$ cat config.mk
export PLATFORM = sky130hd
export DESIGN_NAME = excl_mem_subsys
export DESIGN_NICKNAME = d
export VERILOG_FILES = /design/src/excl_pkg.sv /design/src/excl_gnrl_fifo.sv /design/src/excl_mem_subsys.sv /design/src/excl_monitor.sv /design/src/icb_bank_split.sv /design/src/icb_rsp_merge.sv /design/src/icb_sram_bank.sv
export SDC_FILE = /design/constraint.sdc
export NUM_CORES = 2
export LEC_CHECK = 0
export ABC_CLOCK_PERIOD_IN_PS = 4000
export BUFFER_PORTS_ARGS = -buffer_cell sky130_fd_sc_hd__clkbuf_2
export CAP_MARGIN = 0
export CORE_MARGIN = 3
export CORE_UTILIZATION = 56
export DETAILED_ROUTE_END_ITERATION = 10
export GPL_TIMING_DRIVEN = 0
export PLACE_DENSITY = 0.82
export SYNTH_ARGS = -nofsm -noshare
export SYNTH_HDL_FRONTEND = slang
export SYNTH_SLANG_ARGS = --single-unit
$ cat constraint.sdc
create_clock -name i_clk -period 4 [get_ports i_clk]
set_input_delay 0.8 -clock i_clk [delete_from_list [all_inputs] [get_ports i_clk]]
set_output_delay 0.8 -clock i_clk [all_outputs]
set_load 0.01 [all_outputs]
$ cat src/excl_pkg.sv
/*
 * Shared definitions for the exclusive-access memory subsystem.
 * Bus widths, vector types and the ICB command and response structs.
 */

package excl_pkg;

  // Bus widths.
  localparam int PA_SIZE = 32;
  localparam int MLEN    = 32;

  typedef logic [PA_SIZE-1:0] addr_t;
  typedef logic [MLEN-1:0]    data_t;
  typedef logic [MLEN/8-1:0]  wmask_t;
  typedef logic [1:0]         size_t;

  // Up to four banks.
  typedef logic [1:0]         bank_id_t;

  // Downstream command, 72 bits.
  typedef struct packed {
    addr_t  addr;
    logic   read;
    data_t  wdata;
    wmask_t wmask;
    logic   lock;
    size_t  size;
  } icb_cmd_t;

  // Response, 33 bits.
  typedef struct packed {
    data_t rdata;
    logic  err;
  } icb_rsp_t;

endpackage

$ cat src/excl_gnrl_fifo.sv
/*
 * General synchronous FIFO with valid/ready on both sides.
 * Circular buffer of DP entries, head entry shown while not empty.
 */

`timescale 1ns/10ps

module excl_gnrl_fifo #(
  parameter int DP = 2,
  parameter int DW = 1
) (
  input  logic          i_clk,
  input  logic          i_arst_n,
  input  logic          i_vld,
  output logic          o_rdy,
  input  logic [DW-1:0] i_dat,
  output logic          o_vld,
  input  logic          i_rdy,
  output logic [DW-1:0] o_dat
);

  localparam int PW = (DP > 1) ? $clog2(DP) : 1;
  localparam int CW = $clog2(DP + 1);

  logic [DW-1:0] mem [DP];
  logic [PW-1:0] wr_ptr;
  logic [PW-1:0] rd_ptr;
  logic [CW-1:0] cnt;
  logic          push;
  logic          pop;

  assign push  = i_vld & o_rdy;
  assign pop   = o_vld & i_rdy;
  assign o_rdy = (cnt != CW'(DP));
  assign o_vld = (cnt != '0);
  assign o_dat = mem[rd_ptr];

  always_ff @(posedge i_clk or negedge i_arst_n) begin
    if (!i_arst_n) begin
      wr_ptr <= '0;
      rd_ptr <= '0;
      cnt    <= '0;
    end else begin
      if (push) begin
        wr_ptr <= (wr_ptr == PW'(DP - 1)) ? '0 : wr_ptr + 1'b1;
      end
      if (pop) begin
        rd_ptr <= (rd_ptr == PW'(DP - 1)) ? '0 : rd_ptr + 1'b1;
      end
      cnt <= cnt + CW'(push) - CW'(pop);
    end
  end

  always_ff @(posedge i_clk) begin
    if (push) begin
      mem[wr_ptr] <= i_dat;
    end
  end

  a_cnt_bound: assert property (@(posedge i_clk) disable iff (!i_arst_n) cnt <= CW'(DP))
    else $error("FIFO count above depth");

endmodule

$ cat src/excl_mem_subsys.sv
/*
 * Memory subsystem with load-reserved / store-conditional support.
 * Exclusive monitor, bank splitter, interleaved SRAM banks and an
 * in-order response merger.
 */

`timescale 1ns/10ps

module excl_mem_subsys import excl_pkg::*; #(
  parameter int NUM_BANKS  = 4,
  parameter int BANK_WORDS = 16,
  parameter int OUTS_DEPTH = 2
) (
  input  logic     i_clk,
  input  logic     i_arst_n,
  input  logic     i_icb_cmd_valid,
  output logic     o_icb_cmd_ready,
  input  icb_cmd_t i_icb_cmd,
  input  logic     i_icb_cmd_excl,
  output logic     o_icb_rsp_valid,
  input  logic     i_icb_rsp_ready,
  output icb_rsp_t o_icb_rsp,
  output logic     o_icb_rsp_excl_ok
);

  logic                 mon_cmd_valid;
  logic                 mon_cmd_ready;
  icb_cmd_t             mon_cmd;
  logic [NUM_BANKS-1:0] bank_valid;
  logic [NUM_BANKS-1:0] bank_ready;
  icb_cmd_t             bank_cmd;
  logic                 issue_valid;
  logic                 issue_ready;
  bank_id_t             issue_bank;
  logic [NUM_BANKS-1:0] bank_rsp_valid;
  logic [NUM_BANKS-1:0] bank_rsp_ready;
  icb_rsp_t             bank_rsp [NUM_BANKS];
  logic                 mrg_rsp_valid;
  logic                 mrg_rsp_ready;
  icb_rsp_t             mrg_rsp;

  excl_monitor #(
    .OUTS_DEPTH (OUTS_DEPTH)
  ) u_monitor (
    .i_clk         (i_clk),
    .i_arst_n      (i_arst_n),
    .i_cmd_valid   (i_icb_cmd_valid),
    .o_cmd_ready   (o_icb_cmd_ready),
    .i_cmd         (i_icb_cmd),
    .i_cmd_excl    (i_icb_cmd_excl),
    .o_cmd_valid   (mon_cmd_valid),
    .i_cmd_ready   (mon_cmd_ready),
    .o_cmd         (mon_cmd),
    .i_rsp_valid   (mrg_rsp_valid),
    .o_rsp_ready   (mrg_rsp_ready),
    .i_rsp         (mrg_rsp),
    .o_rsp_valid   (o_icb_rsp_valid),
    .i_rsp_ready   (i_icb_rsp_ready),
    .o_rsp         (o_icb_rsp),
    .o_rsp_excl_ok (o_icb_rsp_excl_ok)
  );

  icb_bank_split #(
    .NUM_BANKS (NUM_BANKS)
  ) u_split (
    .i_cmd_valid   (mon_cmd_valid),
    .o_cmd_ready   (mon_cmd_ready),
    .i_cmd         (mon_cmd),
    .o_bank_valid  (bank_valid),
    .i_bank_ready  (bank_ready),
    .o_bank_cmd    (bank_cmd),
    .o_issue_valid (issue_valid),
    .i_issue_ready (issue_ready),
    .o_issue_bank  (issue_bank)
  );

  for (genvar k = 0; k < NUM_BANKS; k++) begin : g_bank
    icb_sram_bank #(
      .BANK_WORDS (BANK_WORDS)
    ) u_bank (
      .i_clk       (i_clk),
      .i_arst_n    (i_arst_n),
      .i_cmd_valid (bank_valid[k]),
      .o_cmd_ready (bank_ready[k]),
      .i_cmd       (bank_cmd),
      .o_rsp_valid (bank_rsp_valid[k]),
      .i_rsp_ready (bank_rsp_ready[k]),
      .o_rsp       (bank_rsp[k])
    );
  end

  icb_rsp_merge #(
    .NUM_BANKS  (NUM_BANKS),
    .OUTS_DEPTH (OUTS_DEPTH)
  ) u_merge (
    .i_clk            (i_clk),
    .i_arst_n         (i_arst_n),
    .i_issue_valid    (issue_valid),
    .o_issue_ready    (issue_ready),
    .i_issue_bank     (issue_bank),
    .i_bank_rsp_valid (bank_rsp_valid),
    .o_bank_rsp_ready (bank_rsp_ready),
    .i_bank_rsp       (bank_rsp),
    .o_rsp_valid      (mrg_rsp_valid),
    .i_rsp_ready      (mrg_rsp_ready),
    .o_rsp            (mrg_rsp)
  );

endmodule

$ cat src/excl_monitor.sv
/*
 * Exclusive-access monitor.
 * Keeps one reservation, masks failed store-conditionals and
 * returns the exclusive-okay bit with each response.
 */

`timescale 1ns/10ps

module excl_monitor import excl_pkg::*; #(
  parameter int OUTS_DEPTH = 2
) (
  input  logic     i_clk,
  input  logic     i_arst_n,
  input  logic     i_cmd_valid,
  output logic     o_cmd_ready,
  input  icb_cmd_t i_cmd,
  input  logic     i_cmd_excl,
  output logic     o_cmd_valid,
  input  logic     i_cmd_ready,
  output icb_cmd_t o_cmd,
  input  logic     i_rsp_valid,
  output logic     o_rsp_ready,
  input  icb_rsp_t i_rsp,
  output logic     o_rsp_valid,
  input  logic     i_rsp_ready,
  output icb_rsp_t o_rsp,
  output logic     o_rsp_excl_ok
);

  logic  excl_flg_r;
  addr_t excl_addr_r;
  logic  addr_eq;
  logic  cmd_hsk;
  logic  rsp_hsk;
  logic  flg_set;
  logic  flg_clr;
  logic  is_scond;
  logic  scond_ok;
  logic  fifo_i_rdy;
  logic  fifo_o_vld;
  logic  fifo_o_dat;

  assign addr_eq = (i_cmd.addr == excl_addr_r);
  assign cmd_hsk = i_cmd_valid & o_cmd_ready;
  assign rsp_hsk = i_rsp_valid & i_rsp_ready;

  // Exclusive read reserves, any write to the reserved address clears.
  assign flg_set = cmd_hsk & i_cmd.read & i_cmd_excl;
  assign flg_clr = cmd_hsk & ~i_cmd.read & addr_eq & excl_flg_r;

  assign is_scond = i_cmd_excl & ~i_cmd.read;
  assign scond_ok = is_scond & addr_eq & excl_flg_r;

  always_ff @(posedge i_clk or negedge i_arst_n) begin
    if (!i_arst_n) begin
      excl_flg_r <= 1'b0;
    end else if (flg_set) begin
      excl_flg_r <= 1'b1;
    end else if (flg_clr) begin
      excl_flg_r <= 1'b0;
    end
  end

  always_ff @(posedge i_clk) begin
    if (flg_set) begin
      excl_addr_r <= i_cmd.addr;
    end
  end

  // Command path, gated on room for the success bit.
  assign o_cmd_valid = i_cmd_valid & fifo_i_rdy;
  assign o_cmd_ready = i_cmd_ready & fifo_i_rdy;
  always_comb begin
    o_cmd = i_cmd;
    if (is_scond && !scond_ok) begin
      o_cmd.wmask = '0;
    end
  end

  excl_gnrl_fifo #(
    .DP (OUTS_DEPTH),
    .DW (1)
  ) u_excl_fifo (
    .i_clk    (i_clk),
    .i_arst_n (i_arst_n),
    .i_vld    (cmd_hsk),
    .o_rdy    (fifo_i_rdy),
    .i_dat    (scond_ok),
    .o_vld    (fifo_o_vld),
    .i_rdy    (rsp_hsk),
    .o_dat    (fifo_o_dat)
  );

  assign o_rsp_valid   = i_rsp_valid;
  assign o_rsp         = i_rsp;
  assign o_rsp_ready   = i_rsp_ready;
  assign o_rsp_excl_ok = fifo_o_vld & fifo_o_dat;

  a_rsp_has_cmd: assert property (@(posedge i_clk) disable iff (!i_arst_n)
    i_rsp_valid |-> fifo_o_vld)
    else $error("Response without an outstanding command");

endmodule

$ cat src/icb_bank_split.sv
/*
 * Bank splitter.
 * Decodes the word-interleaved bank of each command, forwards it with a
 * bank-local index and announces the bank to the response merger.
 */

`timescale 1ns/10ps

module icb_bank_split import excl_pkg::*; #(
  parameter int NUM_BANKS = 4
) (
  input  logic                 i_cmd_valid,
  output logic                 o_cmd_ready,
  input  icb_cmd_t             i_cmd,
  output logic [NUM_BANKS-1:0] o_bank_valid,
  input  logic [NUM_BANKS-1:0] i_bank_ready,
  output icb_cmd_t             o_bank_cmd,
  output logic                 o_issue_valid,
  input  logic                 i_issue_ready,
  output bank_id_t             o_issue_bank
);

  logic [PA_SIZE-3:0] word_addr;
  bank_id_t           bank;
  logic               bank_rdy;

  assign word_addr = i_cmd.addr[PA_SIZE-1:2];
  assign bank      = bank_id_t'(word_addr % NUM_BANKS);

  always_comb begin
    bank_rdy = 1'b0;
    for (int k = 0; k < NUM_BANKS; k++) begin
      if (bank == bank_id_t'(k)) begin
        bank_rdy = i_bank_ready[k];
      end
    end
  end

  // Bank sees the command only while the merger can take the record.
  always_comb begin
    for (int k = 0; k < NUM_BANKS; k++) begin
      o_bank_valid[k] = i_cmd_valid & i_issue_ready & (bank == bank_id_t'(k));
    end
  end

  always_comb begin
    o_bank_cmd      = i_cmd;
    o_bank_cmd.addr = addr_t'(word_addr / NUM_BANKS);
  end

  assign o_cmd_ready   = i_issue_ready & bank_rdy;
  assign o_issue_valid = i_cmd_valid & bank_rdy;
  assign o_issue_bank  = bank;

  always_comb begin
    a_bank_onehot: assert final ($onehot0(o_bank_valid))
      else $error("More than one bank selected");
  end

endmodule

$ cat src/icb_rsp_merge.sv
/*
 * Response merger.
 * Records the bank of each issued command and returns bank responses
 * in that order.
 */

`timescale 1ns/10ps

module icb_rsp_merge import excl_pkg::*; #(
  parameter int NUM_BANKS  = 4,
  parameter int OUTS_DEPTH = 2
) (
  input  logic                 i_clk,
  input  logic                 i_arst_n,
  input  logic                 i_issue_valid,
  output logic                 o_issue_ready,
  input  bank_id_t             i_issue_bank,
  input  logic [NUM_BANKS-1:0] i_bank_rsp_valid,
  output logic [NUM_BANKS-1:0] o_bank_rsp_ready,
  input  icb_rsp_t             i_bank_rsp [NUM_BANKS],
  output logic                 o_rsp_valid,
  input  logic                 i_rsp_ready,
  output icb_rsp_t             o_rsp
);

  logic     head_vld;
  bank_id_t head;
  logic     rsp_hsk;

  excl_gnrl_fifo #(
    .DP (OUTS_DEPTH),
    .DW ($bits(bank_id_t))
  ) u_order_fifo (
    .i_clk    (i_clk),
    .i_arst_n (i_arst_n),
    .i_vld    (i_issue_valid),
    .o_rdy    (o_issue_ready),
    .i_dat    (i_issue_bank),
    .o_vld    (head_vld),
    .i_rdy    (rsp_hsk),
    .o_dat    (head)
  );

  // Only the bank at the head is drained.
  always_comb begin
    o_rsp_valid = 1'b0;
    o_rsp       = '0;
    for (int k = 0; k < NUM_BANKS; k++) begin
      o_bank_rsp_ready[k] = head_vld & (head == bank_id_t'(k)) & i_rsp_ready;
      if (head_vld && head == bank_id_t'(k)) begin
        o_rsp_valid = i_bank_rsp_valid[k];
        o_rsp       = i_bank_rsp[k];
      end
    end
  end

  assign rsp_hsk = o_rsp_valid & i_rsp_ready;

  for (genvar k = 0; k < NUM_BANKS; k++) begin : g_chk
    a_rsp_has_issue: assert property (@(posedge i_clk) disable iff (!i_arst_n)
      i_bank_rsp_valid[k] |-> head_vld)
      else $error("Bank response with no issue record");
  end

endmodule

$ cat src/icb_sram_bank.sv
/*
 * One word-wide SRAM bank.
 * Byte-masked writes, index range check and a response register that
 * holds until it transfers.
 */

`timescale 1ns/10ps

module icb_sram_bank import excl_pkg::*; #(
  parameter int BANK_WORDS = 16
) (
  input  logic     i_clk,
  input  logic     i_arst_n,
  input  logic     i_cmd_valid,
  output logic     o_cmd_ready,
  input  icb_cmd_t i_cmd,
  output logic     o_rsp_valid,
  input  logic     i_rsp_ready,
  output icb_rsp_t o_rsp
);

  localparam int IW = (BANK_WORDS > 1) ? $clog2(BANK_WORDS) : 1;

  data_t    mem [BANK_WORDS];
  logic     cmd_hsk;
  logic     in_range;
  logic     [IW-1:0] idx;
  logic     rsp_vld_r;
  icb_rsp_t rsp_r;

  assign in_range    = (i_cmd.addr < addr_t'(BANK_WORDS));
  assign idx         = i_cmd.addr[IW-1:0];
  assign o_cmd_ready = ~rsp_vld_r | i_rsp_ready;
  assign cmd_hsk     = i_cmd_valid & o_cmd_ready;

  // Contents start at zero.
  always_ff @(posedge i_clk or negedge i_arst_n) begin
    if (!i_arst_n) begin
      for (int w = 0; w < BANK_WORDS; w++) begin
        mem[w] <= '0;
      end
    end else if (cmd_hsk && !i_cmd.read && in_range) begin
      for (int b = 0; b < MLEN / 8; b++) begin
        if (i_cmd.wmask[b]) begin
          mem[idx][8*b +: 8] <= i_cmd.wdata[8*b +: 8];
        end
      end
    end
  end

  always_ff @(posedge i_clk or negedge i_arst_n) begin
    if (!i_arst_n) begin
      rsp_vld_r <= 1'b0;
    end else if (cmd_hsk) begin
      rsp_vld_r <= 1'b1;
    end else if (i_rsp_ready) begin
      rsp_vld_r <= 1'b0;
    end
  end

  always_ff @(posedge i_clk) begin
    if (cmd_hsk) begin
      rsp_r.rdata <= (i_cmd.read && in_range) ? mem[idx] : '0;
      rsp_r.err   <= ~in_range;
    end
  end

  assign o_rsp_valid = rsp_vld_r;
  assign o_rsp       = rsp_r;

endmodule

==> flow_metrics.env <==
export IMPL_finalHoldViolations=0
export IMPL_dpl_cell_area_um2=107000
export IMPL_fillCellCount=12600
export IMPL_rsz0062_at_grt="true"
export IMPL_final_cell_count_no_fill=9057
export IMPL_cp_startpoint="i_icb_cmd[45]"
export IMPL_r2r_setup_slack_ns=-0.05
export IMPL_clkTransAtPathRegs_ns=0.06
export IMPL_finalWorstSetupSlack_ns=-0.236
export IMPL_core_region_area_um2=182000
export IMPL_synth_warnings=0
export IMPL_avgViaCountPerCell=6.85
export IMPL_ant_nets=0
export IMPL_cts_buffer_depth=3
export IMPL_crit_buf_inv=4
export IMPL_cts_buffers=217
export IMPL_cts_tree="done"
export IMPL_worstPathCellList="clkbuf_2, clkbuf_1, clkbuf_1, clkbuf_2, nor2_1, nand2_1, nor2_1, nand4_2, mux2_2"
export IMPL_critPathKind="in -> reg"
export IMPL_crit_end="g_bank[1].u_bank.mem[354]"
export IMPL_syn_inst=6131
export IMPL_grt_pass1_vias=64300
export IMPL_cts_max_level=4
export IMPL_clkSinkCount=2231
export IMPL_synth_fp_nets=6212
export IMPL_ir_drop_mv=0.363
export IMPL_max_cap_viol_count=2
export IMPL_layout_drive_gt1_share_pct=53.6
export IMPL_cp_required_ns=4.74
export IMPL_placedCellCount=8603
export IMPL_drt_iter0_markers=6671
export IMPL_port_buffers=72
export IMPL_grt_use_total_pct=34.7
export IMPL_setup_violations=304
export IMPL_wl_um=323000
export IMPL_yosysSeqAreaShare_pct=55.2
export IMPL_violations="max-capacitance violations, max-slew violations, negative setup slack"
export IMPL_max_slew_margin_pct=-4.49
export IMPL_hp_class="in -> reg"
export IMPL_period_share_pct=106
export IMPL_fin_crit_ns=4.24
export IMPL_path_depth=9
export IMPL_reg2reg_from="u_merge.u_order_fifo.cnt[1]"
export IMPL_yosysUniqueCellTypes=41
export IMPL_worst_pin_slew_ns=1.56
export IMPL_setup_tns_ns=-18.40
export IMPL_async_flop_share_pct=92.4
export IMPL_initial_core_util_pct=56.6
export IMPL_final_cell_area_um2=115000
export IMPL_worstSkewPairLatency_ns=0.88
export IMPL_die_h_um=434
export IMPL_die_area_um2=189000
export IMPL_drc=0
export IMPL_avgSynthCellArea_um2=16.8
export IMPL_fmax_mhz=236
export IMPL_die_w_um=434
export IMPL_rows=156
export IMPL_ys_ff_latch=2231
export IMPL_cp_slowest_stage_delay_ns=0.95
export IMPL_p_leak_nw=57.7
export IMPL_antenna_found_initial=33
export IMPL_cpMaxStageDelayCell="nor2_1"
export IMPL_cp_arrival_ns=4.98
export IMPL_syn_area_um2=103000
export IMPL_seq_area_um2=56700
export IMPL_status="finished with violations"
export IMPL_hold_slack_ns=0.135
export IMPL_slew_violations=6
export IMPL_rr_endpoint="g_bank[3].u_bank.mem[315]"
export IMPL_utilization_pct=63.6
export IMPL_synth_edf_count=170
export IMPL_cp_start_kind="input port"
export IMPL_grt_overflow_total=0
export IMPL_cp_end_kind="flop"
export IMPL_ff2ff_path_depth=9
export IMPL_clock_skew_ns=0.0395
export IMPL_cp_top_family="simple AND/OR/NAND/NOR gates"
export IMPL_place_detailed_hpwl_um=234000
export IMPL_area_growth_pct=12.3
export IMPL_synth_ff_type="dfrtp_1"
export IMPL_grt_pass1_wl_um=462000
export IMPL_grt_max_degree=122
export IMPL_p_per_area_nw_per_um2=426
export IMPL_dr_pass1_iters=5
export IMPL_routed_via_count=62100
export IMPL_boundaryPins=113
export IMPL_post_drt_wl_per_cell_um=35.7
export IMPL_place_congestion=1.01
export IMPL_critPathMaxFanout=10
export IMPL_fin_nets=6554
export IMPL_root_buffer="clkbuf_16"
export IMPL_multi_input_area_um2=44800
## power breakdown
part           internal [mW]  switching, mW  leakage (nW)
clock                   11.6           9.07          3.56
sequential              23.0          0.126          30.4
combinational           1.47           3.88          23.7
total                   36.1           13.1          57.7
## worst min path at each step
stage,start,to,cells past startpoint
2_1_floorplan,g_bank[0].u_bank.mem[292],g_bank[0].u_bank.mem[292],1
3_3_place_gp,g_bank[1].u_bank.mem[170],g_bank[1].u_bank.mem[170],1
3_5_place_dp,g_bank[1].u_bank.mem[184],g_bank[1].u_bank.mem[184],1
4_1_cts,i_icb_cmd[46],u_monitor.excl_addr_r[6],1
5_1_grt,i_icb_cmd[47],u_monitor.excl_addr_r[7],1
6_report,i_icb_cmd[45],u_monitor.excl_addr_r[5],1
## cell type report
class | count | share of cell area (%)
Inverter | 10 | 0.0325
Buffer | 507 | 2.03
Clock inverter | 65 | 0.524
Clock buffer | 338 | 5.70
Multi-Input combinational cell | 3382 | 38.8
Tap cell | 2370 | 2.57
Antenna cell | 30 | 0.0650
Sequential cell | 2231 | 49.1
Timing Repair Buffer | 124 | 1.12
## metrics by stage
step / power [mW] / worst slack (ns)
6_report: 49.2 / -0.236
3_3_place_gp: 28.0 / -46.34
4_1_cts: 49.0 / -0.0822
5_1_grt: 50.3 / -0.111
2_1_floorplan: 25.5 / 0.251
3_5_place_dp: 28.1 / -2.08
## registers in the layout, indices dropped and copies added (netlist names), 2 cells and up
name	cells
g_bank.u_bank.o_rsp_valid	4
u_monitor.u_excl_fifo.cnt	2
u_merge.u_order_fifo.cnt	2
u_monitor.excl_addr_r	32
g_bank.u_bank.mem	2048
u_merge.u_order_fifo.mem	4
u_monitor.u_excl_fifo.mem	2
g_bank.u_bank.o_rsp	132
## cell usage in the layout, fill, tap and decap left out, types with 23 or more instances in the layout
cell type,count
and3_1,128
buf_1,59
buf_16,24
buf_2,35
buf_4,47
clkbuf_1,361
clkbuf_16,226
clkbuf_2,129
clkbuf_8,57
clkinv_2,38
dfrtp_1,2061
diode_2,30
edfxtp_1,170
mux2_1,73
mux2_2,1976
mux2i_1,49
mux4_2,640
nand4_2,181
nand4_4,59
nor2_1,31
nor2_4,23
xor2_1,33
## metal layers
| metal | part of all wire (%) | vias to the layer above | global-route usage, % |
|---|---|---|---|
| met4 | 6.1 | 12 | 18.5 |
| met2 | 45 | 3233 | 51.7 |
| li1 | - | 24300 | - |
| met5 | 0.052 | - | 0.615 |
| met1 | 38 | 33700 | 45.2 |
| met3 | 11 | 831 | 11.8 |
## kinds of logic after synthesis
kind of cell,count (synthesis),synth area share [%]
flip-flops,2231,55.2
XOR/XNOR,40,0.341
adder cells (fa/ha/maj),4,0.0487
multiplexers,2764,37.2
AND/OR/NAND/NOR,528,4.86
buffers and inverters,518,2.02
AO/OA/AOI/OAI,46,0.339
## synth_stat cells, drive strengths merged (2+ instances only)
| library cell | n | area (um^2) |
|---|---|---|
| mux2i | 73 | 731 |
| nand3b | 3 | 30.0 |
| xnor2 | 7 | 61.3 |
| inv | 10 | 37.5 |
| ha | 4 | 50.1 |
| mux2 | 2051 | 23100 |
| nor2 | 70 | 315 |
| clkbuf | 356 | 1340 |
| and3 | 128 | 801 |
| nor2b | 8 | 50.1 |
| o41ai | 6 | 93.9 |
| nand3 | 8 | 45.0 |
| nand4 | 259 | 3470 |
| nor4 | 16 | 100 |
| mux4 | 640 | 14400 |
| nor3 | 8 | 40.0 |
| nand2 | 21 | 78.8 |
| buf | 152 | 702 |
| o22ai | 34 | 213 |
| o22a | 2 | 17.5 |
| nand2b | 4 | 25.0 |
| o21ai | 3 | 15.0 |
| edfxtp | 170 | 5100 |
| dfrtp | 2061 | 51600 |
| xor2 | 33 | 289 |
## timing repair
action,in CTS,in global routing
hold buffers,1,0
endpoints found under the setup margin,1530,919
pin swaps,11,8
buffers inserted,11,10
gates resized for setup,171,119
endpoints found under the hold margin,50,0
(Power assumes the default switching activity.)
